**config.mk**
```make
export PLATFORM = sky130hd
export DESIGN_NAME = display_reader
export DESIGN_NICKNAME = d
export VERILOG_FILES = /design/src/rtl/video_pkg.sv /design/src/rtl/display_reader.sv
export SDC_FILE = /design/constraint.sdc
export NUM_CORES = 1
export LEC_CHECK = 0
export BUFFER_PORTS_ARGS = -buffer_cell sky130_fd_sc_hd__buf_4
export CELL_PAD_IN_SITES_DETAIL_PLACEMENT = 0
export CELL_PAD_IN_SITES_GLOBAL_PLACEMENT = 1
export CORE_UTILIZATION = 37
export DETAILED_ROUTE_END_ITERATION = 8
export PLACE_DENSITY = 0.84
export SYNTH_ARGS = -nofsm -noshare
export SYNTH_HDL_FRONTEND = slang
export SYNTH_SLANG_ARGS = --single-unit
```
**constraint.sdc**
```tcl
create_clock -name clk -period 2.8 [get_ports clk]
set_input_delay 0.56 -clock clk [delete_from_list [all_inputs] [get_ports clk]]
set_output_delay 0.56 -clock clk [all_outputs]
set_load 0.03 [all_outputs]
```
**src/rtl/video_pkg.sv**
```systemverilog
`default_nettype none

package video_pkg;

   ////////////////////
   // pixel and word types
   ////////////////////

   // one 8-bit luma sample, black is 0 and white is 255
   typedef logic [7:0] pixel_t;

   // four pixels per memory word
   // leftmost pixel of the group sits in the low byte
   typedef logic [31:0] mem_word_t;

   // number of pixels packed into one word
   // used to step word addresses and lane counters
   localparam int WORD_PIXELS = 4;

   ////////////////////
   // memory slot schedule
   ////////////////////

   // phase of the low two horizontal count bits
   // the frame store has one port, so it is shared by time
   // phase 0 belongs to the display read
   // phase 2 belongs to the camera write
   // phases 1 and 3 are free for the clear sweep only
   typedef enum logic [1:0] {
      slot_read  = 2'd0,
      slot_idle1 = 2'd1,
      slot_write = 2'd2,
      slot_idle3 = 2'd3
   } slot_t;

   ////////////////////
   // capture tuning
   ////////////////////

   // samples strictly above this level become white
   // everything else becomes black
   localparam pixel_t THRESHOLD = 8'd127;

endpackage

`default_nettype wire
```
**src/rtl/display_reader.sv**
```systemverilog
`timescale 1ns/1ps
`default_nettype none

module display_reader
   import video_pkg::*;
#(
   parameter int H_ACTIVE    = 64,
   parameter int V_ACTIVE    = 48,
   parameter int ADDR_W      = 10,
   localparam type hcount_t  = logic [7:0],
   localparam type vcount_t  = logic [7:0],
   localparam type addr_t    = logic [ADDR_W-1:0]
) (
   input  wire       clk,
   input  wire       reset,
   input  hcount_t   hcount,
   input  vcount_t   vcount,
   input  wire       hsync_n,
   input  wire       vsync_n,
   input  wire       blank,
   input  wire       bars_mode,
   input  mem_word_t rd_data,
   output addr_t     rd_addr,
   output pixel_t    pixel,
   output logic      hsync_n_out,
   output logic      vsync_n_out,
   output logic      blank_n
);

   localparam int WORDS_PER_LINE = H_ACTIVE / WORD_PIXELS;
   localparam int PIX_W          = $bits(pixel_t);

   slot_t     phase;
   vcount_t   row_cur;
   vcount_t   row_next;
   vcount_t   fetch_row;
   hcount_t   fetch_col;
   // word being shown for the current group of four
   mem_word_t unpack_word;
   pixel_t    stored_pix;
   pixel_t    bar_pix;

   ////////////////////
   // prefetch address
   ////////////////////

   always_comb begin
      phase    = slot_t'(hcount[1:0]);
      // rows outside the picture fall back to the top row
      row_cur  = (vcount < vcount_t'(V_ACTIVE)) ? vcount : '0;
      row_next = (vcount < vcount_t'(V_ACTIVE - 1)) ? vcount + 1'b1 : '0;
      // next group on this line, or the start of the next visible line
      if ((int'(hcount) + WORD_PIXELS) < H_ACTIVE) begin
         fetch_row = row_cur;
         fetch_col = hcount_t'((int'(hcount) + WORD_PIXELS) / WORD_PIXELS);
      end else begin
         fetch_row = row_next;
         fetch_col = '0;
      end
      rd_addr = addr_t'(int'(fetch_row) * WORDS_PER_LINE + int'(fetch_col));
   end

   ////////////////////
   // unpack and output
   ////////////////////

   // returned word lands on slot_write, take it at the end of the group
   always_ff @(posedge clk) begin
      if (phase == slot_idle3) begin
         unpack_word <= rd_data;
      end
   end

   always_comb begin
      // lane picked by the low count bits, low byte first
      stored_pix = unpack_word[int'(hcount[1:0]) * PIX_W +: PIX_W];
      // eight-pixel wide vertical bars
      bar_pix    = pixel_t'((int'(hcount) / 8) * 32);
   end

   // one clock behind the raster, syncs delayed to match
   always_ff @(posedge clk) begin
      if (reset) begin
         pixel       <= '0;
         hsync_n_out <= 1'b1;
         vsync_n_out <= 1'b1;
         blank_n     <= 1'b0;
      end else begin
         pixel       <= blank ? '0 : (bars_mode ? bar_pix : stored_pix);
         hsync_n_out <= hsync_n;
         vsync_n_out <= vsync_n;
         blank_n     <= !blank;
      end
   end

endmodule

`default_nettype wire

```
Word-level counts from Yosys, hierarchy flattened
Index checks and enable logic that the tools add are counted.
{"block": "op_classes", "magnitude_cmp": 3, "n_eq_ne": 1, "n_addsub": 4, "bitwise": 1, "shifts": 1, "muxes": 5, "reduce_logical": 4}
{"operator": "$lt A32 B8 Y1 const B", "n": 1}
{"operator": "$shiftx A32 B6 Y8", "n": 1}
{"operator": "$mux W6", "n": 3}
{"operator": "$lt A8 B6 Y1 const B", "n": 2}
{"operator": "$mux W8", "n": 2}
{"operator": "$add A10 B8 Y10", "n": 1}
{"operator": "$add A8 B3 Y9 const B", "n": 1}
{"operator": "$add A8 B1 Y8", "n": 1}
{"operator": "$add A6 B1 Y6 const B", "n": 1}
{"operator": "$reduce_or A2 Y1", "n": 2}
{"operator": "$reduce_or A3 Y1", "n": 1}
{"operator": "$eq A2 B2 Y1 const B", "n": 1}
{"operator": "$and A1 B1 Y1 const A", "n": 1}
{"operator": "$logic_not A1 Y1", "n": 1}
{"block": "word_totals", "inputBits": 54, "wordCells": 25, "reg_bits": 43}

Longest topological paths before layout
Gate-level depths: netlist (run 1).
{"block": "depth", "ltp_word": 6, "ltp_mapped": 11, "mapped_depth_nobuf": 11}

Worst setup path after synthesis (run 1)
No wires, ideal clock.
{"block": "synth_path", "path_kind": "input -> output", "startpoint": "input port hcount[2] in the netlist's numbering", "endpoint": "output port rd_addr[8] in the netlist's numbering", "stages": 6, "arrival_ns": 2.555, "path_buffers": 0, "slack_ns": -0.315, "t_required_ns": 2.240, "cell_sequence": "ha_1 > and3_2 > a31o_4 > or3_1 > a2111o_1 > xnor2_1"}
{"item": "start: declaration", "line": "display_reader.sv:16", "text": "input hcount_t hcount,"}
{"item": "end: declaration", "line": "display_reader.sv:23", "text": "output addr_t rd_addr,"}

==> results.md, run 1 <==
* Antenna Nets Post-Route at 0
* Multiplexer share of the synthesized area at 0.112
* Tcrit/Tclk final at 1.02
* Sequential fraction of the synthesis area at 0.631
* Clock Sinks at 43
* Status: finished, violations left
* CTS tree: built
* Post-synth EDFFs at 32
* Post-DP HPWL at 3.26 mm
* Design area at 0.00278 mm2
* MaxCap Viol Count at 0
* Diode count at 0
* Hold Slack at 442 ps
* Syn_area_per_cell at 15.2 um2
* Routed vias at 1370
* Initial antenna violation count at 0
* Total length of routed wires at 4.06 mm
* Worst hold-check path type: in -> reg
* Synth cell count leaders: edfxtp_1 (32), dfxtp_1 (11), mux4_2 (8)
* Number of global-route vias before repair at 1460
* Hold Vio Cnt, Final at 0
* DIE WIDTH at 73.1 um
* Drt first pass iters at 4
* Synth top area share at 0.514
* Gr ovfl total at 0
* YS warnings at 0
* Fraction of registers with async set/reset at 0
* CORE AREA at 0.00479 mm2
* Dpl cells at 275
* Port bufs at 74
* Fmax at 352 MHz
* Slowest stage delay, CP at 460 ps
* CP delay by family, top: compound AO/OA/AOI/OAI gates
* Utilization after layout at 0.581
* FF+latch count, synth at 43
* Combinational family with the most area after synthesis: multiplexers
* Rows at 25
* Most area-hungry cell type in the Yosys netlist: edfxtp_1
* Max Root-Sink Buffers at 2
* Pins Over Slew Limit at 0
* Fill count at 390
* Synth area leaders: edfxtp_1 (51%), dfxtp_1 (12%), mux4_2 (9.6%)
* Tot Pwr at 1.36 mW
* Routability cong. at 0.817
* First-pass GRT wire length at 6.42 mm
* Compound-Gate Fraction of Synth Area at 0.0722
* Placed cell area at 0.00261 mm2
* Die Y at 73.1 um
* XOR/XNOR Fraction of Synth Area at 0.0281
* Worst Clk Skew at 5.72 ps
* Final worst slack at -42.4 ps
* Initial drt markers at 44
* Share of layout cells above drive strength 1 at 0.521
* Initial Util at 0.391
* Max stage delay cell, worst path: a2111o_1
* RSZ-0062 raised after global routing: true
* Crit path capture type: output port
* VDD IR max at 272 uV
* Crit Path Max Fanout at 3
* GRT Util Overall at 0.163
* Failing checks: negative setup slack
* Boundary pin count at 75
* Root Buffer: clkbuf_8
* Pleak at 1.13 nW
* Max H-tree Level at 2
* CP Buf/Inv Count at 2
* Post-Synthesis Cells at 123
* Hold_buf cts at 0
* Post-Synth Adder-Cell Area at 0.0441
* Setup CP Type: in -> out
* Setup slack, reg-to-reg at 1630 ps
* Post-layout minimum cycle time at 2840 ps
* Area Growth Syn to Fin at 48.6%
* Clock Pin Slew Worst Setup and Hold Paths at 80 ps
* Worst skew pair latency at 290 ps
* CTS Buf Count at 5
* Crit-path cells: buf_8 > ha_4 > and3_4 > a31o_4 > or3_1 > a2111o_1 > xnor2_4 > buf_6
* Worst EP required at 2240 ps
* DR DRC count at 0
* Vias/cell at 4.82
* Most common cell in the netlist: edfxtp_1
* Largest net degree at the start of global routing at 29
* Number of nets in the layout at 276
* Most used DFF post-synth: edfxtp_1
* Die ar. at 0.00534 mm2
* CP Data Arrival Time at 2280 ps
* Finished Layout Cells at 284
* Unique masters post-synth at 36
* Simple-gate portion of the synthesized area at 0.105
* DR WL/cell at 14.3 um
* Final number of setup-violating endpoints at 1
* Syn Std Cell Area at 0.00187 mm2
* PD cells at 490 mW/mm2
* Worst setup SP type: input pin
cell usage in the layout (no fill, tap or decap), types with 2 or more instances in the layout:
master and n:
dfxtp_1 11, and2_1 2, or3_1 2, ha_1 4, a21o_1 2, nand2_1 2
buf_8 2, conb_1 4, xnor2_1 2, or2_2 2, buf_6 3, buf_4 80
nand3_1 5, a21oi_1 4, clkbuf_8 5, mux4_2 8, edfxtp_1 32, a21oi_2 2
nor2_1 6, o21ai_0 2, mux2i_1 3, nor3_1 4, xor2_1 2, nor2b_1 6
final timing paths:
kind / start / endpoint / cells past startpoint
setup / recovery: hcount[2] / rd_addr[8] / 8
hold / removal: rd_data[10] / unpack_word[10]$_DFFE_PN_ / 1
setup reg to reg: unpack_word[31]$_DFFE_PN_ / pixel[7]$_SDFF_PP0_ / 3
hold reg to reg: unpack_word[17]$_DFFE_PN_ / pixel[1]$_SDFF_PP0_ / 2
cells by family after synthesis:
kind of cell             Yosys count
adder cells (fa/ha/maj)            6
flip-flops                        43
multiplexers                      11
AND/OR/NAND/NOR                   36
AO/OA/AOI/OAI                     18
other                              1
buffers and inverters              2
XOR/XNOR                           6
layout make-up:
cell class                 count  area, um2  area share
clock buffer                   6       72.6      0.0261
clock inverter                 2       12.5     0.00450
multi-input combinational     81        766       0.275
sequential                    43       1180       0.425
tap                           67       83.8      0.0302
timing repair buffer          85        664       0.239
worst register-to-register path, cell delays in order (launching register included):
cell and delay (ps):
edfxtp_1 380, mux4_2 470, mux2i_1 160, nor3_1 60
routing by layer:
layer | share of wire | GRT usage
met1 | 0.40 | 0.186
met2 | 0.51 | 0.284
met3 | 0.080 | 0.0566
met4 | 0.013 | 0.0545
met5 | 0 | 0
report_power, final:
part,leakage (nW),switching [mW],internal (mW)
combinational,0.694,0.119,0.134
sequential,0.391,0.0110,0.726
clock,0.0428,0.197,0.174
total,1.13,0.326,1.03
sequential cells by signal (all words and copies together), names as in the netlist:
signal and count:
blank_n 1, hsync_n_out 1, pixel 8, unpack_word 32, vsync_n_out 1
metrics by stage:
step / worst slack, ps / setup TNS (ps)
2_1_floorplan: -42.3 / -42.3
3_3_place_gp: -206 / -588
3_5_place_dp: -231 / -776
4_1_cts: -153 / -404
5_1_grt: -71.3 / -235
6_report: -42.4 / -42.4
what timing repair did:
action                                  4_1_cts  5_1_grt
resized for setup                             9        7
pin swaps                                     7        7
endpoints found under the setup margin        5        5
buffers inserted                              1        0
(Power assumes the default switching activity.)
==> inputs of run 2 (changes only) <==
Settings changed: PLACE_DENSITY 0.84 to unset, PLACE_DENSITY_LB_ADDON set to 0.05, SLEW_MARGIN set to 20.
==> run 2 against run 1 <==
Net effect: the run still ends with negative setup slack left; cell area is 2.6% higher; combinational power is 4% higher; count of clock-buffer cells in the layout is 1 lower; sequential share of layout area is 1.1 points lower; critical endpoint unchanged; largest power group unchanged; highest routed layer unchanged.
==> results.md, run 2 (synthesis results as in run 1) <==
* Die ar. at 0.00534 mm2 (unchanged)
* Initial Util at 0.391 (unchanged)
* Post-layout minimum cycle time at 2880 ps (+39.9 ps)
* Hold Vio Cnt, Final at 0 (unchanged)
* Dpl cells at 279 (+1.5%)
* Rows at 25 (unchanged)
* RSZ-0062 raised after global routing: true
* Drt first pass iters at 4 (unchanged)
* Biggest regs: unpack_word x32, pixel x8
* Finished Layout Cells at 291 (+2.5%)
* Max H-tree Level at 2 (unchanged)
* Initial antenna violation count at 0 (unchanged)
* Fmax at 347 MHz (-1.4%)
* Final number of setup-violating endpoints at 1 (unchanged)
* Wl on met1 at 1.51 mm (-6.1%)
* Worst EP required at 2240 ps (about the same)
* Largest net degree at the start of global routing at 17 (-41%)
* Diode count at 0 (unchanged)
* Hold Slack at 443 ps (+1.10 ps)
* Crit path capture type: output port
* GRT Util Overall at 0.155 (-0.00747)
* Antenna Nets Post-Route at 0 (unchanged)
* Number of global-route vias before repair at 1436 (-1.6%)
* Failing checks: negative setup slack
* Pins Over Slew Limit at 0 (unchanged)
* Worst Clk Skew at 6.49 ps (+0.769 ps)
* Max Root-Sink Buffers at 2 (unchanged)
* CORE AREA at 0.00479 mm2 (unchanged)
* Biggest register: unpack_word
* Gr ovfl total at 0 (unchanged)
* Worst skew pair latency at 290 ps (about the same)
* DR WL/cell at 13.2 um (-7.8%)
* Routed vias at 1369 (-0.073%)
* Design area at 0.00285 mm2 (+2.6%)
* Post-DP HPWL at 2.84 mm (-13%)
* Area Growth Syn to Fin at 52.5%
* Initial drt markers at 47 (+6.8%)
* Commonest non-fill, non-tap cell in the layout: buf_4
* VDD IR max at 327 uV (+20%)
* DR WL met3 at 249 um (-23%)
* PD cells at 509 mW/mm2 (+4.0%)
* Setup CP Type: in -> out
* Number of nets in the layout at 283 (+2.5%)
* Placed cell area at 0.00264 mm2 (+1.1%)
* Commonest cells after routing, fill and taps aside: buf_4 (87), edfxtp_1 (32), dfxtp_1 (11), mux4_2 (8)
* Final worst slack at -82.2 ps (-39.9 ps)
* Met2 WL post-DR at 2.06 mm (-0.96%)
* Routability cong. at 0.902 (+10%)
* Tcrit/Tclk final at 1.03 (+0.0142)
* Max Used Layer: met4
* Vias/cell at 4.70 (-2.5%)
* DR DRC count at 0 (unchanged)
* Hold_buf cts at 0 (unchanged)
* CTS Buf Count at 5 (unchanged)
* Status: finished, violations left
* Pleak at 1.18 nW (+4.3%)
* Crit Path Max Fanout at 4 (+1)
* Share of layout cells above drive strength 1 at 0.545 (+0.0239)
* Setup tns final at -82.2 ps (-39.9 ps)
* Boundary pin count at 75 (unchanged)
* Tot Pwr at 1.45 mW (+6.8%)
* Max reg flops at 32 (unchanged)
* Root Buffer: clkbuf_8
* Pre-CTS setup slack at -252 ps (-20.8 ps)
* Die Y at 73.1 um (unchanged)
* DIE WIDTH at 73.1 um (unchanged)
* Total length of routed wires at 3.83 mm (-5.5%)
* Port bufs at 74 (unchanged)
* MaxCap Viol Count at 0 (unchanged)
* CTS tree: built
* Clock Pin Slew Worst Setup and Hold Paths at 80 ps (about the same)
* CP Data Arrival Time at 2320 ps (+40 ps)
* Worst hold-check path type: in -> reg
* Utilization after layout at 0.596 (+0.0152)
* Clock Sinks at 43 (unchanged)
* First-pass GRT wire length at 6.10 mm (-5.0%)
* Worst setup SP type: input pin
-- run 2: worst max-delay path, stage by stage --
cell      delay, ps
buf_8           100
ha_4            160
and3_4          180
a31o_4          230
or3_1           340
a2111o_1        450
xnor2_4         160
buf_6           140
-- run 2: cell type report --
| cell class | instances | area, um2 |
|---|---|---|
| Clock inverter | 3 | 38.8 |
| Timing Repair Buffer | 92 | 717 |
| Sequential cell | 43 | 1180 |
| Clock buffer | 5 | 68.8 |
| Fill cell | 398 | 1930 |
| Multi-Input combinational cell | 81 | 763 |
| Tap cell | 67 | 83.8 |
-- run 2: path summary, 6_finish.rpt --
| path | startpoint | end | slack, ps | cells past startpoint |
|---|---|---|---|---|
| max | hcount[2] | rd_addr[8] | -80 | 8 |
| min | rd_data[26] | unpack_word[26]$_DFFE_PN_ | 440 | 1 |
| max reg2reg | unpack_word[31]$_DFFE_PN_ | pixel[7]$_SDFF_PP0_ | 1650 | 3 |
| min reg2reg | unpack_word[16]$_DFFE_PN_ | pixel[0]$_SDFF_PP0_ | 660 | 2 |
-- run 2: what timing repair did --
action | CTS | global route
pin swaps | 12 | 8
gates resized for setup | 13 | 3
setup endpoints to repair | 5 | 5
gates cloned | 0 | 0
buffers inserted | 2 | 2
-- run 2: metal layers --
layer / up-vias / track usage
met5: - / 0
li1: 675 / -
met2: 55 / 0.280
met1: 637 / 0.179
met3: 2 / 0.0359
met4: 0 / 0.0588
-- run 2: where the power goes --
group          internal [mW]  leakage, nW  switching, mW
Sequential             0.726        0.391        0.00857
Combinational          0.142        0.729          0.119
Clock                  0.261       0.0556          0.196
