[src/rtl/raster_timing.sv]
`timescale 1ns/1ps
`default_nettype none

module raster_timing #(
   parameter int H_ACTIVE    = 64,
   parameter int H_TOTAL     = 80,
   parameter int HSYNC_START = 68,
   parameter int HSYNC_LEN   = 6,
   parameter int V_ACTIVE    = 48,
   parameter int V_TOTAL     = 56,
   parameter int VSYNC_START = 50,
   parameter int VSYNC_LEN   = 2,
   localparam type hcount_t  = logic [7:0],
   localparam type vcount_t  = logic [7:0]
) (
   input  wire     clk,
   input  wire     reset,
   output hcount_t hcount,
   output vcount_t vcount,
   output logic    hsync_n,
   output logic    vsync_n,
   output logic    blank
);

   // last count of each axis
   localparam hcount_t H_LAST = hcount_t'(H_TOTAL - 1);
   localparam vcount_t V_LAST = vcount_t'(V_TOTAL - 1);

   ////////////////////
   // pixel and line counters
   ////////////////////

   always_ff @(posedge clk) begin
      if (reset) begin
         hcount <= '0;
         vcount <= '0;
      end else if (hcount == H_LAST) begin
         hcount <= '0;
         // line steps only when the pixel count wraps
         vcount <= (vcount == V_LAST) ? '0 : vcount + 1'b1;
      end else begin
         hcount <= hcount + 1'b1;
      end
   end

   ////////////////////
   // sync and blank windows
   ////////////////////

   always_comb begin
      // outside the visible rectangle on either axis
      blank   = (hcount >= hcount_t'(H_ACTIVE)) || (vcount >= vcount_t'(V_ACTIVE));
      // active low pulses, whole lines for vertical
      hsync_n = !((hcount >= hcount_t'(HSYNC_START)) &&
                  (hcount <  hcount_t'(HSYNC_START + HSYNC_LEN)));
      vsync_n = !((vcount >= vcount_t'(VSYNC_START)) &&
                  (vcount <  vcount_t'(VSYNC_START + VSYNC_LEN)));
   end

   // sync pulses have to sit inside the blanking interval on both axes
   assert property (@(posedge clk) disable iff (reset) (!hsync_n || !vsync_n) |-> blank)
      else $error("sync pulse overlaps the visible area");

endmodule

`default_nettype wire

[config.mk]
export PLATFORM = sky130hd
export DESIGN_NAME = raster_timing
export DESIGN_NICKNAME = d
export VERILOG_FILES = /design/src/rtl/raster_timing.sv
export SDC_FILE = /design/constraint.sdc
export NUM_CORES = 1
export LEC_CHECK = 0
export BUFFER_PORTS_ARGS = -buffer_cell sky130_fd_sc_hd__clkbuf_2
export CAP_MARGIN = 20
export CORE_MARGIN = 4
export CORE_UTILIZATION = 45
export CTS_CLUSTER_SIZE = 10
export DETAILED_ROUTE_END_ITERATION = 12
export GPL_TIMING_DRIVEN = 0
export PLACE_DENSITY_LB_ADDON = 0.12
export SLEW_MARGIN = 20
export SYNTH_ARGS = -nofsm -noshare
export SYNTH_HDL_FRONTEND = slang
export SYNTH_SLANG_ARGS = --single-unit
[constraint.sdc]
create_clock -name clk -period 2.3 [get_ports clk]
set_clock_uncertainty 0.15 [all_clocks]
set_input_delay 0.46 -clock clk [delete_from_list [all_inputs] [get_ports clk]]
set_output_delay 0.46 -clock clk [all_outputs]
set_load 0.01 [all_outputs]
Yosys cells after proc, flatten, opt, wreduce, memory -nomap -nowiden
Cells that the tools add are included. Widths: inputs -> output; s select.

Word-level logic and storage cells: 19. Bits in read-only memories: 0. Register bits: 16. Memory bits (writable): 0. Output and inout bits: 19. Bits in latches: 0. Memories: 0. Input bits: 2.

Bitwise gates (word level): 0. Equality and inequality tests: 2. Add/subtract/negate cells: 2. Muxes and demuxes: 1. $lt $le $gt $ge: 6. Multiply operators: 0. Reduce and logical (&&, ||, !) cells: 6. Shifts and indexed selects: 0. Divide/modulo/power cells: 0.

Operators with widths (number): $add 8x1->8 const B (2); $ge 8x6->1 const B (2); $ge 8x7->1 const B (2); $eq 8x6->1 const B (1); $eq 8x7->1 const B (1); $lt 8x6->1 const B (1); $lt 8x7->1 const B (1); $mux 8 (1); $logic_and 1x1->1 (2); $logic_not 1->1 (2); $reduce_or 2->1 (1); $logic_or 1x1->1 (1).

Longest topological paths before layout
Gate-level depths: netlist of run 1.

Depth in word-level cells: 3. Gate-level depth with buffers: 6. Mapped depth without buffers: 5.

Worst setup path before layout of run 1
Ideal clock, no wire load.

Path kind: reg2reg. From: register hcount[5] (netlist bit). To: register vcount[7] (netlist bit). Buffers on the path: 0. Cell stages (with the launch flop): 5. Library setup time: 122 ps. Arrival: 1482 ps. Setup slack: 547 ps. Clock period less this slack: 1753 ps. Data required time: 2028 ps. Path through: dfxtp_1 or4b_4 nor2_4 a41o_2 a21oi_1.

Longest elaborated chain between the ends: 1.

Ends and longest elaborated chain: from (decl) (line 18) `output hcount_t hcount,`; from (signal assigned) (line 42) `hcount <= hcount + 1'b1;`; $eq 8x7->1 (line 37) `end else if (hcount == H_LAST) begin`; to (signal assigned) (line 40) `vcount <= (vcount == V_LAST) ? '0 : vcount + 1'b1;`; to (decl) (line 19) `output vcount_t vcount,`.

Every way passes these cells. A chain may end at the register's enable or synchronous reset.

Worst setup path in the final report of run 1
From: register vcount[4] (netlist bit). To: output port vsync_n.

Longest elaborated chain between the ends: 3. Elaborated cells between the ends (all ways): 4. Those cells by class: order compare (2); reduce/logical (2).

Ends and longest elaborated chain: $ge 8x6->1 / $lt 8x6->1 (equally long branches) (line 56, 57); $logic_and 1x1->1 * (line 56) `vsync_n = !((vcount >= vcount_t'(VSYNC_START)) &&`; $logic_not 1->1 * (line 56); to (decl) (line 21) `output logic vsync_n,`.

Mark *: on every way between the ends. The rest lies on a longest branch, timed or not.

==> results.sh, run 1 <==
export IMPL_status="finished clean"
export IMPL_ios=21
export IMPL_clk_path_buf_depth=2
export IMPL_detail_route_wl_per_cell_um=12.4
export IMPL_setup_viol=0
export IMPL_fillers=167
export IMPL_crit_fanout=4
export IMPL_fmax_ghz=0.478
export IMPL_hold_path_class="primary input to flop"
export IMPL_cp_slowest_cell="dfxtp_1"
export IMPL_cap_violations=0
export IMPL_cts_resized=0
export IMPL_cts_made_buffers=3
export IMPL_placed_cell_area_um2=945
export IMPL_syn_num_nets=95
export IMPL_p_seq_share_pct=57.6
export IMPL_cp_arrival_ps=1480
export IMPL_async_reset_ff_share_pct=0
export IMPL_clock_latency_ps=280
export IMPL_ir_drop_v=0.000324
export IMPL_ys_flop_type="dfxtp_1"
export IMPL_switching_share_pct=22.0
export IMPL_drc=0
export IMPL_first_iter_violations=9
export IMPL_cts_tree="done"
export IMPL_viasPerCell=5.17
export IMPL_worstSetupEndpointType="primary output"
export IMPL_first_global_vias=673
export IMPL_start_kind="flop"
export IMPL_drtAntennaViolNets=0
export IMPL_synth_edff_count=0
export IMPL_die_area_um2=2550
export IMPL_syn_area_um2=813
export IMPL_hold_viol=0
export IMPL_final_max_slew_viol_count=0
export IMPL_tightest_slew_ps=513
export IMPL_vias=714
export IMPL_path_cells="nand2_1 -> nor4_1 -> nand3b_1 -> clkbuf_2"
export IMPL_synthDistinctLibCells=28
export IMPL_ys_top_cells_by_area="dfxtp_1 39%, xnor2_1 6.5%, xor2_1 6.5%"
export IMPL_wl_mm=1.71
export IMPL_synth_area_per_cell_um2=9.14
export IMPL_track_usage_pct=15.2
export IMPL_power_clock_fraction_pct=37.3
export IMPL_yosysTopAreaCellShare_pct=39.4
export IMPL_port_buffers=20
export IMPL_cts_setup_buffers=0
export IMPL_area_growth_synth_to_final_pct=20.6
export IMPL_powerDensity_nw_per_um2=509
export IMPL_p_switching_w=0.000110
export IMPL_finalPower_w=0.000500
export IMPL_critPathKind="flop to primary output"
export IMPL_finalInstanceArea_um2=981
export IMPL_dr_pass1_iters=4
export IMPL_p_int_w=0.000390
export IMPL_cts_sinks=16
export IMPL_grt_overflow_total=0
export IMPL_cp_data_required_time_ps=1690
export IMPL_pre_cts_ws_ps=429
export IMPL_antenna_cells=0
export IMPL_holdBufCountCts=0
export IMPL_rsz0062_at_grt="false"
export IMPL_fin_ws_ps=210
export IMPL_final_core_util_pct=56.8
export IMPL_synth_warnings=0
export IMPL_leakagePower_nw=0.414
export IMPL_mostFrequentLayoutCell="clkbuf_2"
export IMPL_comb_power_share_pct=5.1
export IMPL_finalSetupTns_ps=0
export IMPL_cts_htree_levels=1
export IMPL_clockRootBuffer="clkbuf_4"
export IMPL_relSlewSlack_pct=65.7
export IMPL_grt_pass1_wl_mm=2.99
export IMPL_initial_core_util_pct=47.1
export IMPL_gp_congestion=0.819
export IMPL_core_um2=1730
export IMPL_num_rows=15
export IMPL_ys_seq_elements=16
export IMPL_clkSlewWorstSetupHoldPaths_ps=100
export IMPL_antenna_found_initial=0
export IMPL_ys_seq_area_share_pct=39.4
export IMPL_finalCriticalPeriod_ps=2090
export IMPL_nNetsFinal=120
export IMPL_mostFrequentLayoutCells="20 x clkbuf_2, 16 x dfxtp_1, 9 x nor2_1, 8 x nor3_1"
export IMPL_cpPeakStageDelay_ps=400
export IMPL_grt_max_degree=11
export IMPL_synthCells=89
export IMPL_fin_crit_sh_pct=90.9
export IMPL_place_hpwl_mm=1.28
export IMPL_die_h_um=50.5
export IMPL_die_x_um=50.5
export IMPL_synth_largest_area_cell="dfxtp_1"
export IMPL_drive_gt1_share_pct=27.4
routing by layer:
layer / GRT usage [%] / part of all wire [%] / vias to the layer above
met5: 0 / 0 / -
met4: 7.62 / 1.6 / 0
met3: 3.56 / 5.8 / 4
met2: 23.0 / 45 / 19
met1: 20.0 / 48 / 330
li1: - / - / 361
registers in the layout, summed over array words and instances, names as in the netlist:
name	cells
hcount	8
vcount	8
power by group through the flow:
stage | combinational (W) | sequential (W) | clock (W)
3_3_place_gp | 0.0000253 | 0.000294 | 0
6_report | 0.0000257 | 0.000288 | 0.000186
4_1_cts | 0.0000260 | 0.000288 | 0.000194
3_5_place_dp | 0.0000259 | 0.000294 | 0
5_1_grt | 0.0000297 | 0.000289 | 0.000208
2_1_floorplan | 0.0000151 | 0.000295 | 0
kinds of logic after synthesis:
logic type | synth area share [%]
AND/OR/NAND/NOR | 33.1
flip-flops | 39.4
adder cells (fa/ha/maj) | 6.15
multiplexers | 1.38
XOR/XNOR | 12.9
AO/OA/AOI/OAI | 3.84
buffers and inverters | 3.23
critical path, delay by kind of cell (launching register included):
family                 cells  cell delay [ps]
buffers and inverters      1              150
flip-flops                 1              400
AND/OR/NAND/NOR            3              640
cell type report:
type                            instances  area [um2]  area share [%]
Multi-Input combinational cell         67         467            47.6
Sequential cell                        16         320            32.7
Timing Repair Buffer                   20         100            10.2
Clock buffer                            4        36.3            3.70
Tap cell                               25        31.3            3.19
Inverter                                4        15.0            1.53
Buffer                                  2        11.3            1.15
synthesized netlist by cell type (all sizes together), types with 2 or more instances:
| library cell | n |
|---|---|
| inv | 4 |
| and3 | 2 |
| dfxtp | 16 |
| nand4 | 2 |
| ha | 4 |
| xnor2 | 6 |
| nor2 | 10 |
| nand3 | 6 |
| a21oi | 3 |
| nand2 | 6 |
| nor4 | 3 |
| nor3 | 8 |
| xor2 | 6 |
worst paths after layout:
path	from	end	slack, ps	cells past startpoint
setup / recovery	vcount[4]	vsync_n	210	4
hold reg to reg	hcount[0]	hcount[0]	360	1
setup reg to reg	hcount[5]	vcount[4]	430	4
hold / removal	reset	hcount[1]	220	2
through the flow:
| step | std cells | hold WS, ps |
|---|---|---|
| after detailed placement | 134 | 352 |
| after global placement | 134 | 347 |
| after global routing | 138 | 218 |
| after floorplan | 89 | 376 |
| after CTS | 138 | 207 |
| final | 138 | 216 |
No activity file was read; power rests on OpenSTA's default activity.
==> run 2, diff against run 1 <==
--- a/config.mk
+++ b/config.mk
@@ -13,6 +13,7 @@
 export DETAILED_ROUTE_END_ITERATION = 12
 export GPL_TIMING_DRIVEN = 0
 export PLACE_DENSITY_LB_ADDON = 0.12
+export REMOVE_ABC_BUFFERS = 1
 export SLEW_MARGIN = 20
 export SYNTH_ARGS = -nofsm -noshare
 export SYNTH_HDL_FRONTEND = slang
==> constraint.sdc (replaced) <==
create_clock -name clk -period 2.3 [get_ports clk]
set_clock_uncertainty 0.15 [all_clocks]
set_input_delay 0.575 -clock clk [delete_from_list [all_inputs] [get_ports clk]]
set_output_delay 0.575 -clock clk [all_outputs]
set_load 0.01 [all_outputs]
==> run 2 against run 1 <==
Compared with the run above:
- via count fell by 5.2%
- total power fell by 8.9%
- combinational power fell by 7%
- fmax fell by 2.7%
- critical path depth did not move
- wire length fell by 4.9%
- sequential power barely moved
- critical path type unchanged
- register-to-register slack got worse by 20 ps
==> results.sh, run 2 (synthesized netlist as in run 1, its figures left out) <==
export IMPL_hold_path_class="flop to flop"
export IMPL_ff2ff_path_depth=4
export IMPL_status="finished clean"
export IMPL_die_x_um=50.5
export IMPL_wl_mm=1.63
export IMPL_crit_fanout=4
export IMPL_ir_drop_v=0.000293
export IMPL_leakagePower_nw=0.401
export IMPL_path_cells="nand2_1 -> nor4_1 -> nand3b_1 -> clkbuf_2"
export IMPL_cpPeakStageDelay_ps=390
export IMPL_clk_path_buf_depth=2
export IMPL_first_iter_violations=11
export IMPL_fin_crit_sh_pct=93.4
export IMPL_timing_rr_end="vcount[0]"
export IMPL_mostFrequentLayoutCell="clkbuf_2"
export IMPL_nNetsFinal=118
export IMPL_drc=0
export IMPL_finalSetupTns_ps=0
export IMPL_comb_power_share_pct=5.3
export IMPL_critPathKind="flop to primary output"
export IMPL_p_int_w=0.000353
export IMPL_port_buffers=20
export IMPL_grt_overflow_total=0
export IMPL_initial_core_util_pct=47.1
export IMPL_cts_setup_buffers=0
export IMPL_clock_latency_ps=280
export IMPL_tightest_slew_ps=490
export IMPL_cap_violations=0
export IMPL_cts_tree="done"
export IMPL_drtAntennaViolNets=0
export IMPL_die_area_um2=2550
export IMPL_fmax_ghz=0.465
export IMPL_relSlewSlack_pct=67.2
export IMPL_ff_latch_area_um2=320
export IMPL_cts_htree_levels=1
export IMPL_cts_resized=0
export IMPL_clkSlewWorstSetupHoldPaths_ps=90
export IMPL_die_h_um=50.5
export IMPL_vias=677
export IMPL_mostFrequentLayoutCells="20 x clkbuf_2, 16 x dfxtp_1, 9 x nor2_1, 8 x nor3_1"
export IMPL_cp_slowest_cell="dfxtp_1"
export IMPL_first_global_vias=621
export IMPL_place_hpwl_mm=1.24
export IMPL_num_rows=15
export IMPL_hold_viol=0
export IMPL_antenna_cells=0
export IMPL_reg_largest_list="hcount x8, vcount x8"
export IMPL_switching_share_pct=22.5
export IMPL_area_growth_synth_to_final_pct=17.5
export IMPL_p_seq_share_pct=63.2
export IMPL_powerDensity_nw_per_um2=476
export IMPL_gp_congestion=0.778
export IMPL_reg2reg_from="hcount[5]"
export IMPL_grt_max_degree=13
export IMPL_dr_pass1_iters=3
export IMPL_power_clock_fraction_pct=31.6
export IMPL_core_um2=1730
export IMPL_track_usage_pct=14.3
export IMPL_hold_depth=1
export IMPL_start_kind="flop"
export IMPL_rrSetupSlack_ps=410
export IMPL_finalInstanceArea_um2=956
export IMPL_multi_input_area_um2=467
export IMPL_cp_data_required_time_ps=1570
export IMPL_cp_arrival_ps=1420
export IMPL_cts_sinks=16
export IMPL_rsz0062_at_grt="false"
export IMPL_p_switching_w=0.000102
export IMPL_placed_cell_area_um2=933
export IMPL_ios=21
export IMPL_worstHoldStart="hcount[0]"
export IMPL_detail_route_wl_per_cell_um=12.0
export IMPL_grt_pass1_wl_mm=2.75
export IMPL_holdBufCountCts=0
export IMPL_fillers=185
export IMPL_drive_gt1_share_pct=26.4
export IMPL_antenna_found_initial=0
export IMPL_viasPerCell=5.01
export IMPL_whs_endpoint="hcount[0]"
export IMPL_final_max_slew_viol_count=0
export IMPL_cts_made_buffers=3
export IMPL_clockRootBuffer="clkbuf_4"
export IMPL_setup_viol=0
export IMPL_worstSetupEndpointType="primary output"
export IMPL_finalCriticalPeriod_ps=2150
run 2: per-layer routing:
| layer | global-route usage (%) | wire length, um |
|---|---|---|
| met1 | 18.5 | 799 |
| met2 | 21.7 | 732 |
| met3 | 3.26 | 77 |
| met4 | 8.07 | 17 |
| met5 | 0 | 0 |
run 2: worst max-delay path: cells and delay by family, from the launching register on:
kind	cells	cell delay [ps]
buffers and inverters	1	150
flip-flops	1	390
AND/OR/NAND/NOR	3	610
run 2: worst max-delay path by stage:
stage	start	endpoint	slack, ps	depth (start not counted)
floorplan	hcount[5]	vcount[7]	550	4
global placement	hcount[5]	vcount[0]	420	4
detailed placement	hcount[5]	vcount[5]	420	4
CTS	hcount[5]	hsync_n	110	3
global route	hcount[6]	hsync_n	8	3
finish	vcount[4]	vsync_n	150	4
run 2: final cells by class:
type / instances / area share [%]
Multi-Input combinational cell: 67 / 48.8
Sequential cell: 16 / 33.5
Timing Repair Buffer: 20 / 10.5
Tap cell: 25 / 3.27
Clock buffer: 3 / 2.36
Inverter: 4 / 1.57
run 2: through the flow:
step | util, % | cells | total power [W] | hold WS [ps] | setup WS [ps]
floorplan | - | 87 | 0.000307 | 373 | 547
global placement | 54.1 | 132 | 0.000318 | 353 | 425
detailed placement | 54.1 | 132 | 0.000319 | 358 | 421
CTS | 55.4 | 135 | 0.000461 | 373 | 114
global route | 55.4 | 135 | 0.000480 | 400 | 7.59
finish | 55.4 | 135 | 0.000455 | 373 | 152
run 2: power groups by stage:
stage | Sequential (W) | Combinational (W) | Clock (W)
floorplan | 0.000295 | 0.0000122 | 0
global placement | 0.000294 | 0.0000241 | 0
detailed placement | 0.000294 | 0.0000246 | 0
CTS | 0.000288 | 0.0000248 | 0.000149
global route | 0.000288 | 0.0000278 | 0.000164
finish | 0.000288 | 0.0000239 | 0.000144
==> run 3, diff against run 2 <==
--- a/config.mk
+++ b/config.mk
@@ -13,7 +13,6 @@
 export DETAILED_ROUTE_END_ITERATION = 12
 export GPL_TIMING_DRIVEN = 0
 export PLACE_DENSITY_LB_ADDON = 0.12
-export REMOVE_ABC_BUFFERS = 1
 export SLEW_MARGIN = 20
 export SYNTH_ARGS = -nofsm -noshare
 export SYNTH_HDL_FRONTEND = slang
==> run 3 against run 2 <==
Compared with the run above:
- register-to-register slack about the same
- wire length is 5.4% higher
- setup slack got worse by 28 ps
- final cell count grew 2.2%
- flip-flop and latch count unchanged
- first-iteration DRC count down 9.1%
- count of clock-buffer cells in the layout rose by 1
- combinational power increased by 7%
- critical path depth decreased by 1
- clock power is 30% higher
==> results.sh, run 3 (synthesized netlist as in run 1, its figures left out) <==
export IMPL_hold_path_class="primary input to flop"
export IMPL_core_um2=1730
export IMPL_grt_overflow_total=0
export IMPL_drc=0
export IMPL_start_kind="flop"
export IMPL_clockRootBuffer="clkbuf_4"
export IMPL_clkSlewWorstSetupHoldPaths_ps=100
export IMPL_cts_made_buffers=3
export IMPL_worstSetupEndpointType="primary output"
export IMPL_cp_arrival_ps=1450
export IMPL_gp_congestion=0.819
export IMPL_finalCriticalPeriod_ps=2180
export IMPL_detail_route_wl_per_cell_um=12.4
export IMPL_leakagePower_nw=0.415
export IMPL_cts_htree_levels=1
export IMPL_port_buffers=20
export IMPL_drtAntennaViolNets=0
export IMPL_die_x_um=50.5
export IMPL_hold_viol=0
export IMPL_clock_latency_ps=280
export IMPL_setup_viol=0
export IMPL_fin_crit_sh_pct=94.6
export IMPL_cap_violations=0
export IMPL_viasPerCell=5.21
export IMPL_vias=719
export IMPL_powerDensity_nw_per_um2=506
export IMPL_area_growth_synth_to_final_pct=21.4
export IMPL_drive_gt1_share_pct=28.3
export IMPL_clk_path_buf_depth=2
export IMPL_mostFrequentLayoutCells="20 x clkbuf_2, 16 x dfxtp_1, 9 x nor2_1, 8 x nor3_1"
export IMPL_antenna_found_initial=0
export IMPL_first_global_vias=673
export IMPL_critical_path_top_delay_family="simple AND/OR/NAND/NOR gates"
export IMPL_cpPeakStageDelay_ps=540
export IMPL_cp_data_required_time_ps=1570
export IMPL_relSlewSlack_pct=65.2
export IMPL_track_usage_pct=15.2
export IMPL_ir_drop_v=0.000325
export IMPL_cts_sinks=16
export IMPL_cts_tree="done"
export IMPL_cp_slowest_cell="nor4b_2"
export IMPL_grt_max_degree=11
export IMPL_path_cells="nor4b_2 -> nand2_1 -> clkbuf_2"
export IMPL_final_max_slew_viol_count=0
export IMPL_crit_fanout=6
export IMPL_grt_pass1_wl_mm=2.99
export IMPL_die_area_um2=2550
export IMPL_rsz0062_at_grt="false"
export IMPL_cp_num_buf_inv=1
export IMPL_finalPower_w=0.000500
export IMPL_mostFrequentLayoutCell="clkbuf_2"
export IMPL_hold_slack_ps=330
export IMPL_num_rows=15
export IMPL_place_hpwl_mm=1.28
export IMPL_wl_mm=1.71
export IMPL_finalInstanceArea_um2=987
export IMPL_antenna_cells=0
export IMPL_initial_core_util_pct=47.1
export IMPL_status="finished clean"
export IMPL_tightest_slew_ps=520
export IMPL_reg_largest_list="hcount x8, vcount x8"
export IMPL_critPathKind="flop to primary output"
export IMPL_first_iter_violations=10
export IMPL_die_h_um=50.5
export IMPL_ios=21
export IMPL_placed_cell_area_um2=945
export IMPL_cts_setup_buffers=0
export IMPL_finalSetupTns_ps=0
export IMPL_dr_pass1_iters=4
export IMPL_fmax_ghz=0.459
export IMPL_nNetsFinal=120
[run 3: cell count changes in the layout (fill, tap and decap cells not counted), sizes merged]
cell / before / now
buf: 0 / 1
clkbuf: 23 / 25
[run 3: power by group]
group,internal [W],switching (W),leakage [nW],total (W)
Combinational,0.0000121,0.0000135,0.264,0.0000256
Clock,0.0000962,0.0000905,0.0210,0.000187
Sequential,0.000281,0.00000614,0.129,0.000288
[run 3: worst paths after layout]
check / from / end / slack [ps] / depth (start not counted)
setup reg to reg: hcount[5] / vcount[4] / 420 / 4
setup / recovery: hcount[5] / hsync_n / 120 / 3
hold reg to reg: hcount[0] / hcount[0] / 360 / 1
hold / removal: reset / hcount[1] / 330 / 2
[run 3: per-stage QoR]
stage / util, % / instances / setup WS, ps
after floorplan: - / 89 / 547
after global placement: 54.7 / 134 / 414
after detailed placement: 54.7 / 134 / 414
after CTS: 56.8 / 138 / 81.4
after global routing: 57.2 / 138 / 37.1
final: 57.2 / 138 / 123
[run 3: cell type report]
| cell class | instances | area [um2] |
|---|---|---|
| fillers | 163 | 739 |
| multi-input cells | 67 | 473 |
| flip-flops and latches | 16 | 320 |
| repair buffers | 20 | 100 |
| clock buffers | 4 | 36.3 |
| well taps | 25 | 31.3 |
| inverters | 4 | 15.0 |
| plain buffers | 2 | 11.3 |
[run 3: worst register-to-register path, cell delays in order (launching register included)]
cell and delay [ps]:
dfxtp_1 390, or4b_4 620, nor2_4 280, a41o_2 300, nor2_1 60
[run 3: repair_timing]
item	CTS	global route
resized for setup	0	1
hold endpoints to repair	0	0
hold buffers	0	0
setup endpoints to repair	0	1
[run 3: layer usage]
metal	up-vias	global-route usage, %	part of all wire (%)
met4	0	7.62	0.99
li1	358	-	-
met5	-	0	0
met3	2	3.56	6.1
met2	22	23.0	45
met1	337	20.0	48
