## src/rtl/video_pkg.sv

```systemverilog
`default_nettype none

package video_pkg;

   ////////////////////
   // pixel and word types
   ////////////////////

   // one 8-bit luma sample, black is 0 and white is 255
   typedef logic [7:0] pixel_t;

   // four pixels per memory word
   // leftmost pixel of the group sits in the low byte
   typedef logic [31:0] mem_word_t;

   // number of pixels packed into one word
   // used to step word addresses and lane counters
   localparam int WORD_PIXELS = 4;

   ////////////////////
   // memory slot schedule
   ////////////////////

   // phase of the low two horizontal count bits
   // the frame store has one port, so it is shared by time
   // phase 0 belongs to the display read
   // phase 2 belongs to the camera write
   // phases 1 and 3 are free for the clear sweep only
   typedef enum logic [1:0] {
      slot_read  = 2'd0,
      slot_idle1 = 2'd1,
      slot_write = 2'd2,
      slot_idle3 = 2'd3
   } slot_t;

   ////////////////////
   // capture tuning
   ////////////////////

   // samples strictly above this level become white
   // everything else becomes black
   localparam pixel_t THRESHOLD = 8'd127;

endpackage

`default_nettype wire
```

## src/rtl/camera_capture.sv

```systemverilog
`timescale 1ns/1ps
`default_nettype none

module camera_capture
   import video_pkg::*;
#(
   parameter int ADDR_W    = 10,
   localparam type addr_t  = logic [ADDR_W-1:0]
) (
   input  wire       clk,
   input  wire       reset,
   input  wire       cam_valid,
   input  wire       cam_sof,
   input  pixel_t    cam_luma,
   input  wire       wr_taken,
   output logic      wr_pending,
   output addr_t     wr_addr,
   output mem_word_t wr_data
);

   localparam int LANE_W = $clog2(WORD_PIXELS);
   localparam int PIX_W  = $bits(pixel_t);
   localparam int WORD_W = $bits(mem_word_t);

   // lane of the next sample inside the current group
   logic [LANE_W-1:0] lane;
   logic [LANE_W-1:0] lane_now;
   // address the next finished word will take
   addr_t             word_idx;
   addr_t             base_idx;
   mem_word_t         pack;
   mem_word_t         next_pack;
   pixel_t            sample_bw;
   logic              word_done;

   ////////////////////
   // threshold and pack
   ////////////////////

   always_comb begin
      sample_bw = (cam_luma > THRESHOLD) ? '1 : '0;
      // start of frame forces a fresh group at word 0
      lane_now  = cam_sof ? '0 : lane;
      base_idx  = cam_sof ? '0 : word_idx;
      // shift right so the first sample ends up in the low byte
      next_pack = {sample_bw, pack[WORD_W-1:PIX_W]};
      word_done = cam_valid && (lane_now == LANE_W'(WORD_PIXELS - 1));
   end

   // lane, address and handshake state
   always_ff @(posedge clk) begin
      if (reset) begin
         lane       <= '0;
         word_idx   <= '0;
         wr_pending <= 1'b0;
      end else begin
         if (cam_valid) begin
            lane     <= lane_now + 1'b1;
            word_idx <= word_done ? base_idx + 1'b1 : base_idx;
         end
         // a fresh word wins over the slot draining the old one
         if (word_done) begin
            wr_pending <= 1'b1;
         end else if (wr_taken) begin
            wr_pending <= 1'b0;
         end
      end
   end

   // pack register and one-word hold
   always_ff @(posedge clk) begin
      if (cam_valid) begin
         pack <= next_pack;
      end
      if (word_done) begin
         wr_data <= next_pack;
         wr_addr <= base_idx;
      end
   end

   // write slot comes every 4 clocks, so the hold must be empty or draining
   assert property (@(posedge clk) disable iff (reset)
      word_done |-> (!wr_pending || wr_taken))
      else $error("camera word overran the hold register");

endmodule

`default_nettype wire

```

## config.mk

```make
export PLATFORM = sky130hd
export DESIGN_NAME = camera_capture
export DESIGN_NICKNAME = d
export VERILOG_FILES = /design/src/rtl/video_pkg.sv /design/src/rtl/camera_capture.sv
export SDC_FILE = /design/constraint.sdc
export NUM_CORES = 1
export LEC_CHECK = 0
export BUFFER_PORTS_ARGS = -buffer_cell sky130_fd_sc_hd__buf_4
export CAP_MARGIN = 0
export CORE_ASPECT_RATIO = 0.75
export CORE_UTILIZATION = 45
export DETAILED_ROUTE_END_ITERATION = 10
export PLACE_DENSITY = 0.73
export SLEW_MARGIN = 30
export SYNTH_ARGS = -nofsm -noshare
export SYNTH_HDL_FRONTEND = slang
export SYNTH_SLANG_ARGS = --single-unit
```

## constraint.sdc

```tcl
create_clock -name clk -period 2.1 [get_ports clk]
set_input_delay 0.105 -clock clk [delete_from_list [all_inputs] [get_ports clk]]
set_output_delay 0.105 -clock clk [all_outputs]
set_load 0.005 [all_outputs]
```

# ---- Yosys cells after proc, flatten, opt, wreduce, memory -nomap -nowiden
# Cells that the tools add are included.
dict set report classes {
  n_reduce_logical 2
  order_cmp 1
  n_eq_ne 1
  mux 6
  n_addsub 2
}
# cell n
set ops {}
lappend ops {{10-bit two-way mux} 2}
lappend ops {{10-bit by 1-bit adder with 10-bit output, second input constant} 1}
lappend ops {{8-bit by 7-bit > comparator with 1-bit output, second input constant} 1}
lappend ops {{8-bit two-way mux} 1}
lappend ops {{2-bit by 1-bit adder with 2-bit output, second input constant} 1}
lappend ops {{2-bit == test, second input constant} 1}
lappend ops {{1-bit two-way mux} 2}
lappend ops {{2-bit two-way mux} 1}
lappend ops {{2-bit nonzero test} 1}
lappend ops {{1-bit logical AND} 1}
dict set report totals {
  regBits 87
  inputBits 13
  elab_cells 18
  output_inout_bits 43
}

# ---- Longest topological paths before layout
# Gate-level depths: netlist (run 1).
dict set report depth {
  depth_word 4
  depth_mapped 8
  depth_no_buf 6
}

# ---- Worst setup path before layout (run 1)
# OpenSTA, ideal clock, no wires.
dict set report synth_timing {
  path_kind {input -> register}
  start {input cam_sof}
  end {register word_idx[8] (netlist name)}
  required_time_ps 1979
  arrival_time_ps 1618
  setup_ps 121
  path_buffers 2
  slack_ps 361
  cell_stages 7
  path_cell_list {buf_2 > clkbuf_1 > nor2b_1 > ha_1 > nand4b_1 > nor4_2 > mux2_2}
}
dict set report synth_via {
  elab_chain_cells 4
  word_cells_on_any_way 6
  cone_classes {1 x add/sub; 1 x eq/ne; 3 x mux; 1 x reduce/logical}
}
# element line
set synth_lines {}
lappend synth_lines {{start: declaration} camera_capture.sv:13} ;# input wire cam_sof,
lappend synth_lines {{parallel branches: the longest is 3 deep, another holds 10-bit by 1-bit adder with 10-bit output} n/a}
lappend synth_lines {{10-bit two-way mux *} camera_capture.sv:59} ;# word_idx <= word_done ? base_idx + 1'b1 : base_idx;
lappend synth_lines {{end signal: assignment} camera_capture.sv:59}
lappend synth_lines {{end: declaration} camera_capture.sv:29} ;# addr_t word_idx;
# Mark *: on every way between the ends.
# A chain may end at the register's enable or synchronous reset.

# ---- Worst setup path after layout (run 1)
dict set report layout_timing {
  start {register lane[0]}
  end {register word_idx[8] (netlist name)}
}
dict set report layout_via {
  elab_chain_cells 4
}
# element line
set layout_lines {}
lappend layout_lines {{start: declaration} camera_capture.sv:26} ;# logic [LANE_W-1:0] lane;
lappend layout_lines {{start signal: assignment} camera_capture.sv:58} ;# lane <= lane_now + 1'b1;
lappend layout_lines {{2-bit two-way mux} camera_capture.sv:43} ;# lane_now = cam_sof ? '0 : lane;
lappend layout_lines {{2-bit == test} camera_capture.sv:47} ;# word_done = cam_valid && (lane_now == LANE_W'(WORD_PIXELS - 1));
lappend layout_lines {{1-bit logical AND} camera_capture.sv:47}
lappend layout_lines {{10-bit two-way mux} camera_capture.sv:59}
# No other way between the ends.

==> impl_metrics.py, run 1 <==
metrics = {
    "setup_path": {
        "cp.required_ns": 2.26,
        "critPathKind": "reg2reg",
        "start_kind": "flip-flop",
        "crit_fanout": 5,
        "critPathCaptureType": "flip-flop",
        "cp.arrival_ns": 2.01,
    },
    "sta": {
        "fin_ws_ns": 0.2496,
        "clock.fmax_ghz": 0.5404,
        "finalClockSkew_ns": 0.002820,
        "period_minus_slack_ns": 1.850,
        "setup_violations": 0,
        "hold_viol": 0,
        "finalSetupTns_ns": 0,
        "drv_slew": 0,
        "relSlewSlack_pct": 77.53,
        "whs_ns": 0.01769,
        "fin_crit_sh_pct": 88.11,
        "rsz0062_at_grt": "false",
        "tightest_slew_ns": 0.3328,
    },
    "power": {
        "power_density_mw_per_mm2": 618.9,
        "peakVddDrop_v": 0.0003487,
        "p_switching_w": 0.0002136,
        "p_int_w": 0.0008674,
        "clock_power_share_pct": 38.1,
        "p_comb_share_pct": 3.8,
        "p_leak_nw": 0.7245,
        "seqPwrFrac_pct": 58.0,
        "sw_frac_of_total_pct": 19.76,
    },
    "synth": {
        "avgSynthCellArea_um2": 11.10,
        "synth-main-ff-cell": "edfxtp_1",
        "ys_seq_elements": 30,
        "synth_common_cells": "buf_4, edfxtp_1, dfxtp_1",
        "synth_area_leaders": "edfxtp_1, dfxtp_1, buf_4",
        "async_flop_share_pct": 0,
        "synth.most_common_cell": "buf_4",
        "syn_area_mm2": 0.001488,
        "yosysTopAreaCell": "edfxtp_1",
        "netlist_instances": 134,
        "ys_warn_count": 0,
        "ys_seq_area_share_pct": 51.81,
        "syn-num-nets": 149,
        "synth-edff-count": 17,
        "yosysTopAreaCellShare_pct": 34.31,
        "ys_types": 36,
    },
    "clocking": {
        "htreeDepth": 2,
        "post_cts_resized": 0,
        "path_clk_slew_ns": 0.06,
        "numClockSinks": 30,
        "ctsHoldBuffers": 0,
        "cts_tree": "yes",
        "numCtsBuffers": 5,
        "cts_setup_buffers": 0,
        "cts_buffer_depth": 2,
        "cts-root-buf": "clkbuf_8",
        "clock_latency_ns": 0.27,
    },
    "routing": {
        "drt-initial-drc-count": 20,
        "drt_pre_antenna_iters": 4,
        "drc": 0,
        "drt_wl_total_um": 2412,
        "via_per_inst": 5.163,
        "wl_per_cell_um": 12.31,
        "ant_nets": 0,
        "vias": 1012,
    },
    "floorplan": {
        "initial_core_util_pct": 48.91,
        "die_h_um": 51.80,
        "io_pins": 56,
        "die_width_um": 68.39,
        "die_area_mm2": 0.003542,
        "rows": 17,
        "core_mm2": 0.003042,
    },
    "placed_design": {
        "post-place-ws_ns": 0.3027,
        "place.detailed.hpwl_um": 1740,
        "port_buffers": 48,
        "place.gp.congestion": 0.8319,
    },
    "layout": {
        "diodes": 0,
        "final_nets": 172,
        "fin_util_pct": 57.42,
        "drive_gt1_share_pct": 37.34,
        "syn_to_final_growth_pct": 17.41,
    },
    "global_route": {
        "grt.total_usage_pct": 15.41,
        "grt_pass1_wl_um": 3760,
        "grt_max_degree": 23,
        "grt_pass1_vias": 871,
        "overflow": 0,
        "antenna_found_initial": 0,
    },
    "min_path": {
        "hold_path.class": "in2reg",
    },
    "outcome": {
        "status": "completed",
    },
    "flow_run": {
        "drv_cap": 0,
    },
}
[routing by layer]
metal  up-vias  wire length, um  GRT usage [%]
met1       470             1027          17.43
met5         -                0              0
met3         9              153          5.263
li1        496                -              -
met4         0               61          11.46
met2        37             1170          23.86
[state kept, by name, indices dropped and copies added (netlist names)]
register    cells
word_idx       10
wr_addr        10
wr_data         4
pack            3
lane            2
wr_pending      1
[path summary, 6_finish.rpt]
check | endpoint | startpoint | slack, ns | cells past startpoint
worst max-delay path | word_idx[8]$_SDFFE_PP0P_ | lane[0]$_SDFFE_PP0P_ | 0.25 | 5
worst min register to register | wr_data[7]$_DFFE_PP_ | pack[15]$_DFFE_PP_ | 0.42 | 0
worst max register to register | word_idx[8]$_SDFFE_PP0P_ | lane[0]$_SDFFE_PP0P_ | 0.25 | 5
worst min-delay path | pack[30]$_DFFE_PP_ | cam_luma[7] | 0.02 | 1
[power groups by stage]
stage	clock network, W	logic [W]	registers (W)
floorplan	0	0.0000275	0.000639
global placement	0	0.0000396	0.000639
detailed placement	0	0.0000411	0.000640
CTS	0.000428	0.0000414	0.000627
global route	0.000462	0.0000461	0.000628
finish	0.000412	0.0000413	0.000627
[critical path, stage by stage, from the launching register on]
cell and delay [ns]:
dfxtp_1 0.32, nor2b_1 0.20, ha_1 0.27, nand4b_1 0.24, nor4_2 0.34, mux2_2 0.36
[layout by cell type, fill, tap and decap left out, drive strengths merged, types with 2 or more instances in the layout]
| cell | Yosys | layout |
|---|---|---|
| clkbuf | 3 | 6 |
| o21ai | 2 | 2 |
| a21oi | 8 | 8 |
| buf | 30 | 49 |
| nand2b | 3 | 3 |
| mux2 | 2 | 2 |
| nand2 | 7 | 7 |
| mux2i | 3 | 3 |
| nor3 | 2 | 2 |
| nor2b | 11 | 11 |
| and3b | 2 | 2 |
| dfxtp | 13 | 13 |
| nand4 | 2 | 2 |
| nor2 | 4 | 4 |
| inv | 2 | 2 |
| nand3 | 2 | 2 |
| a21boi | 2 | 2 |
| nor4 | 2 | 2 |
| a21o | 2 | 2 |
| nand4b | 4 | 4 |
| clkinv | 0 | 2 |
| ha | 2 | 2 |
| edfxtp | 17 | 17 |
[layout make-up]
class                      instances  area, um2
multi-input combinational         69      471.7
tap                               38      47.55
inverter                           2      7.507
timing repair buffer              49      367.9
clock inverter                     2      8.758
fill                             262       1295
sequential                        30      770.7
clock buffer                       6      72.57
[stage by stage]
step	area, um2	cells	total power [W]
floorplan	1488	134	0.0006666
finish	1747	196	0.001081
global placement	1665	188	0.0006789
detailed placement	1665	188	0.0006809
CTS	1747	196	0.001097
global route	1747	196	0.001136
[logic make-up after synthesis]
group / Yosys count / synth area share, %
AOI/OAI and AO/OA: 20 / 8.832
xor gates and xnor gates: 1 / 0.5888
adders and majority gates: 2 / 1.682
buffers and inverters: 35 / 16.48
DFF: 30 / 51.81
muxes: 5 / 3.532
and+or+nand+nor: 41 / 17.07
No activity file was read; power rests on OpenSTA's default activity.
==> run 2, diff against run 1 <==
- CORE_UTILIZATION: 45 -> 48
- PLACE_DENSITY: 0.73 -> 0.77
==> impl_metrics.py, run 2 (synthesis results as in run 1) <==
metrics = {
    "outcome": {
        "status": "completed",
    },
    "floorplan": {
        "initial_core_util_pct": 50.68,
        "io_pins": 56,
        "die_area_mm2": 0.003329,
        "die_h_um": 50.22,
        "core_mm2": 0.002935,
        "rows": 17,
        "die_width_um": 66.29,
    },
    "flow_run": {
        "drv_cap": 0,
    },
    "layout": {
        "final_common_cell": "buf_4",
        "syn_to_final_growth_pct": 18.92,
        "drive_gt1_share_pct": 37.11,
        "reg_top3": "word_idx x10, wr_addr x10, wr_data x4",
        "multiInputGateArea_um2": 471.7,
        "mostFrequentLayoutCells": "buf_4, edfxtp_1, dfxtp_1",
        "fillers": 248,
        "stdcell_area_mm2": 0.001769,
        "regArea_um2": 770.7,
        "diodes": 0,
        "fin_util_pct": 60.27,
        "final_nets": 173,
    },
    "sta": {
        "relSlewSlack_pct": 73.80,
        "whs_ns": 0.08838,
        "hold_viol": 0,
        "setup_violations": 0,
        "tightest_slew_ns": 0.3894,
        "rsz0062_at_grt": "false",
        "drv_slew": 0,
        "finalClockSkew_ns": 0.004279,
        "clock.fmax_ghz": 0.5525,
        "fin_crit_sh_pct": 86.18,
        "period_minus_slack_ns": 1.810,
        "finalSetupTns_ns": 0,
    },
    "clocking": {
        "numClockSinks": 30,
        "cts_buffer_depth": 2,
        "path_clk_slew_ns": 0.06,
        "ctsHoldBuffers": 0,
        "post_cts_resized": 0,
        "clock_latency_ns": 0.28,
        "cts-root-buf": "clkbuf_8",
        "numCtsBuffers": 5,
        "htreeDepth": 2,
        "cts_setup_buffers": 0,
        "cts_tree": "yes",
    },
    "routing": {
        "drt_pre_antenna_iters": 4,
        "drt-initial-drc-count": 20,
        "drc": 0,
        "wl_per_cell_um": 12.65,
        "vias": 1013,
        "via_per_inst": 5.142,
        "drt_wl_total_um": 2493,
        "ant_nets": 0,
    },
    "min_path": {
        "hold_depth": 3,
        "hp-start": "wr_taken",
        "min_to": "wr_pending$_SDFFE_PP0P_",
        "hold_path.class": "in2reg",
    },
    "setup_path": {
        "crit_fanout": 5,
        "cp.arrival_ns": 1.98,
        "cp.required_ns": 2.27,
        "start_kind": "flip-flop",
        "rr_worst_depth": 5,
        "critPathKind": "reg2reg",
        "r2r_end": "word_idx[8]$_SDFFE_PP0P_",
        "r2r_setup_slack_ns": 0.29,
        "timing.rr.start": "lane[0]$_SDFFE_PP0P_",
        "critPathCaptureType": "flip-flop",
    },
    "global_route": {
        "grt_max_degree": 23,
        "grt_pass1_vias": 854,
        "grt_pass1_wl_um": 3774,
        "overflow": 0,
        "grt.total_usage_pct": 15.73,
        "antenna_found_initial": 0,
    },
    "placed_design": {
        "port_buffers": 48,
        "place.gp.congestion": 0.8108,
        "placed_area_mm2": 0.001678,
        "place.detailed.hpwl_um": 1788,
    },
    "power": {
        "p_total_w": 0.001094,
        "power_density_mw_per_mm2": 618.4,
        "p_leak_nw": 0.7314,
        "peakVddDrop_v": 0.0003884,
    },
}
==> run 2: cell types whose count changed in the layout (fill, tap and decap cells not counted) <==
cell,delta
buf_12,+1
buf_4,-1
dlygate4sd3_1,+1
==> run 2: final cells by class <==
| type | count | share of cell area, % |
|---|---|---|
| multi-input cells | 69 | 26.66 |
| repair buffers | 50 | 22.07 |
| clock buffers | 6 | 4.102 |
| well taps | 38 | 2.687 |
| flip-flops and latches | 30 | 43.56 |
| clock inverters | 2 | 0.4950 |
| inverters | 2 | 0.4243 |
==> run 2: routing by layer <==
layer	vias to the layer above	routed length, um	GRT usage, %
li1	491	-	-
met1	476	1046	17.32
met2	42	1232	26.53
met3	4	176	6.818
met4	0	38	6.383
met5	-	0	0
==> run 2: per-stage QoR <==
step	instances	worst slack, ns
floorplan	134	0.3612
global placement	188	0.3456
detailed placement	188	0.3104
CTS	196	0.2932
global route	197	0.1574
finish	197	0.2902
==> run 2: worst max-delay path by stage <==
stage / startpoint / cells past startpoint / end / slack [ns]
after floorplan: cam_sof / 7 / word_idx[8]$_SDFFE_PP0P_ / 0.36
after global placement: cam_sof / 6 / word_idx[8]$_SDFFE_PP0P_ / 0.35
after detailed placement: lane[0]$_SDFFE_PP0P_ / 5 / word_idx[8]$_SDFFE_PP0P_ / 0.31
after CTS: lane[0]$_SDFFE_PP0P_ / 5 / word_idx[8]$_SDFFE_PP0P_ / 0.29
after global routing: lane[0]$_SDFFE_PP0P_ / 5 / word_idx[8]$_SDFFE_PP0P_ / 0.16
final: lane[0]$_SDFFE_PP0P_ / 5 / word_idx[8]$_SDFFE_PP0P_ / 0.29
==> run 2: power breakdown <==
part	internal, W	switching, W
sequential	0.000625	0.00000307
clock	0.000227	0.000197
combinational	0.0000173	0.0000250
==> run 2: worst max-delay path: stages (launching register included) <==
cell and delay, ns:
dfxtp_1 0.32, nor2b_1 0.17, ha_1 0.27, nand4b_1 0.24, nor4_2 0.33, mux2_2 0.36
==> run 3, diff against run 2 <==
- PLACE_DENSITY: 0.77 -> 0.78
==> impl_metrics.py, run 3 (synthesis results as in run 1) <==
metrics = {
    "outcome": {
        "status": "completed",
    },
    "sta": {
        "hold_viol": 0,
        "tightest_slew_ns": 0.3576,
        "drv_slew": 0,
        "rsz0062_at_grt": "false",
        "finalSetupTns_ns": 0,
        "setup_violations": 0,
        "fin_crit_sh_pct": 84.87,
        "fin_ws_ns": 0.3177,
        "relSlewSlack_pct": 75.94,
        "clock.fmax_ghz": 0.5611,
        "period_minus_slack_ns": 1.782,
        "finalClockSkew_ns": 0.006766,
    },
    "floorplan": {
        "die_h_um": 50.22,
        "core_mm2": 0.002935,
        "initial_core_util_pct": 50.68,
        "die_area_mm2": 0.003329,
        "rows": 17,
        "die_width_um": 66.29,
        "io_pins": 56,
    },
    "clocking": {
        "cts_buffer_depth": 2,
        "ctsHoldBuffers": 0,
        "cts_setup_buffers": 0,
        "post_cts_resized": 0,
        "path_clk_slew_ns": 0.06,
        "numCtsBuffers": 5,
        "numClockSinks": 30,
        "clock_latency_ns": 0.28,
        "cts_tree": "yes",
        "htreeDepth": 2,
        "cts-root-buf": "clkbuf_8",
    },
    "setup_path": {
        "crit_fanout": 5,
        "max_stage_delay_ns": 0.36,
        "slowest_stage": "mux2_2",
        "crit_chain": "nor2b_1 -> ha_1 -> nand4b_1 -> nor4_2 -> mux2_2",
        "start_kind": "flip-flop",
        "path_delay_family": "simple AND/OR/NAND/NOR gates",
        "critPathCaptureType": "flip-flop",
        "cp.arrival_ns": 1.95,
        "cp.required_ns": 2.27,
        "critPathKind": "reg2reg",
        "path_buf_inv": 0,
    },
    "routing": {
        "drt_wl_total_um": 2371,
        "via_per_inst": 5.066,
        "vias": 998,
        "wl_per_cell_um": 12.04,
        "drt_pre_antenna_iters": 4,
        "drc": 0,
        "drt-initial-drc-count": 7,
        "ant_nets": 0,
    },
    "layout": {
        "diodes": 0,
        "fin_util_pct": 59.72,
        "fillers": 246,
        "mostFrequentLayoutCells": "buf_4, edfxtp_1, dfxtp_1",
        "drive_gt1_share_pct": 37.11,
        "reg_top3": "word_idx x10, wr_addr x10, wr_data x4",
        "final_common_cell": "buf_4",
        "final_nets": 173,
        "syn_to_final_growth_pct": 17.83,
    },
    "placed_design": {
        "place.detailed.hpwl_um": 1656,
        "port_buffers": 48,
        "place.gp.congestion": 0.8540,
        "post-place-ws_ns": 0.3162,
    },
    "flow_run": {
        "drv_cap": 0,
    },
    "global_route": {
        "grt_pass1_vias": 794,
        "grt.total_usage_pct": 14.67,
        "grt_max_degree": 23,
        "grt_pass1_wl_um": 3491,
        "overflow": 0,
        "antenna_found_initial": 0,
    },
    "power": {
        "power_density_mw_per_mm2": 623.4,
        "p_leak_nw": 0.7273,
        "p_total_w": 0.001093,
        "peakVddDrop_v": 0.0004203,
    },
    "min_path": {
        "hold_path.class": "in2reg",
    },
}
[run 3: changes by cell type in the layout (fill, tap and decap cells not counted)]
cell	delta
clkbuf_1	+1
buf_4	+2
clkinv_2	-1
buf_12	-1
dlygate4sd3_1	-1
[run 3: cell type report]
class | instances | area [um2] | share of cell area [%]
Sequential cell | 30 | 770.7 | 43.97
Timing Repair Buffer | 50 | 375.4 | 21.41
Inverter | 2 | 7.507 | 0.4283
Multi-Input combinational cell | 69 | 471.7 | 26.91
Clock inverter | 1 | 3.754 | 0.2141
Clock buffer | 7 | 76.32 | 4.354
Tap cell | 38 | 47.55 | 2.712
[run 3: metal layers]
| metal | global-route usage [%] | share of wire, % | vias to the layer above |
|---|---|---|---|
| met5 | 0 | 0 | - |
| met4 | 8.511 | 2.1 | 0 |
| met3 | 5.455 | 7.3 | 5 |
| met2 | 22.96 | 48 | 34 |
| met1 | 17.20 | 43 | 465 |
| li1 | - | - | 494 |
[run 3: through the flow]
| stage | instances | hold slack [ns] | cell area [um2] |
|---|---|---|---|
| 5_1_grt | 197 | 0.008476 | 1753 |
| 4_1_cts | 197 | 0.01037 | 1753 |
| 6_report | 197 | 0.01751 | 1753 |
| 2_1_floorplan | 134 | 0.2175 | 1488 |
| 3_5_place_dp | 189 | 0.2946 | 1673 |
| 3_3_place_gp | 189 | 0.2919 | 1673 |
[run 3: where the power goes]
part           switching (W)  internal [W]
clock network       0.000195      0.000230
logic              0.0000247     0.0000160
registers         0.00000272      0.000625
total               0.000222      0.000871
[run 3: path summary, 6_finish.rpt]
path | start | cells past startpoint | slack, ns | endpoint
max | lane[0]$_SDFFE_PP0P_ | 5 | 0.32 | word_idx[8]$_SDFFE_PP0P_
min | cam_luma[7] | 1 | 0.02 | pack[30]$_DFFE_PP_
max reg2reg | lane[0]$_SDFFE_PP0P_ | 5 | 0.32 | word_idx[8]$_SDFFE_PP0P_
min reg2reg | pack[15]$_DFFE_PP_ | 0 | 0.43 | wr_data[7]$_DFFE_PP_
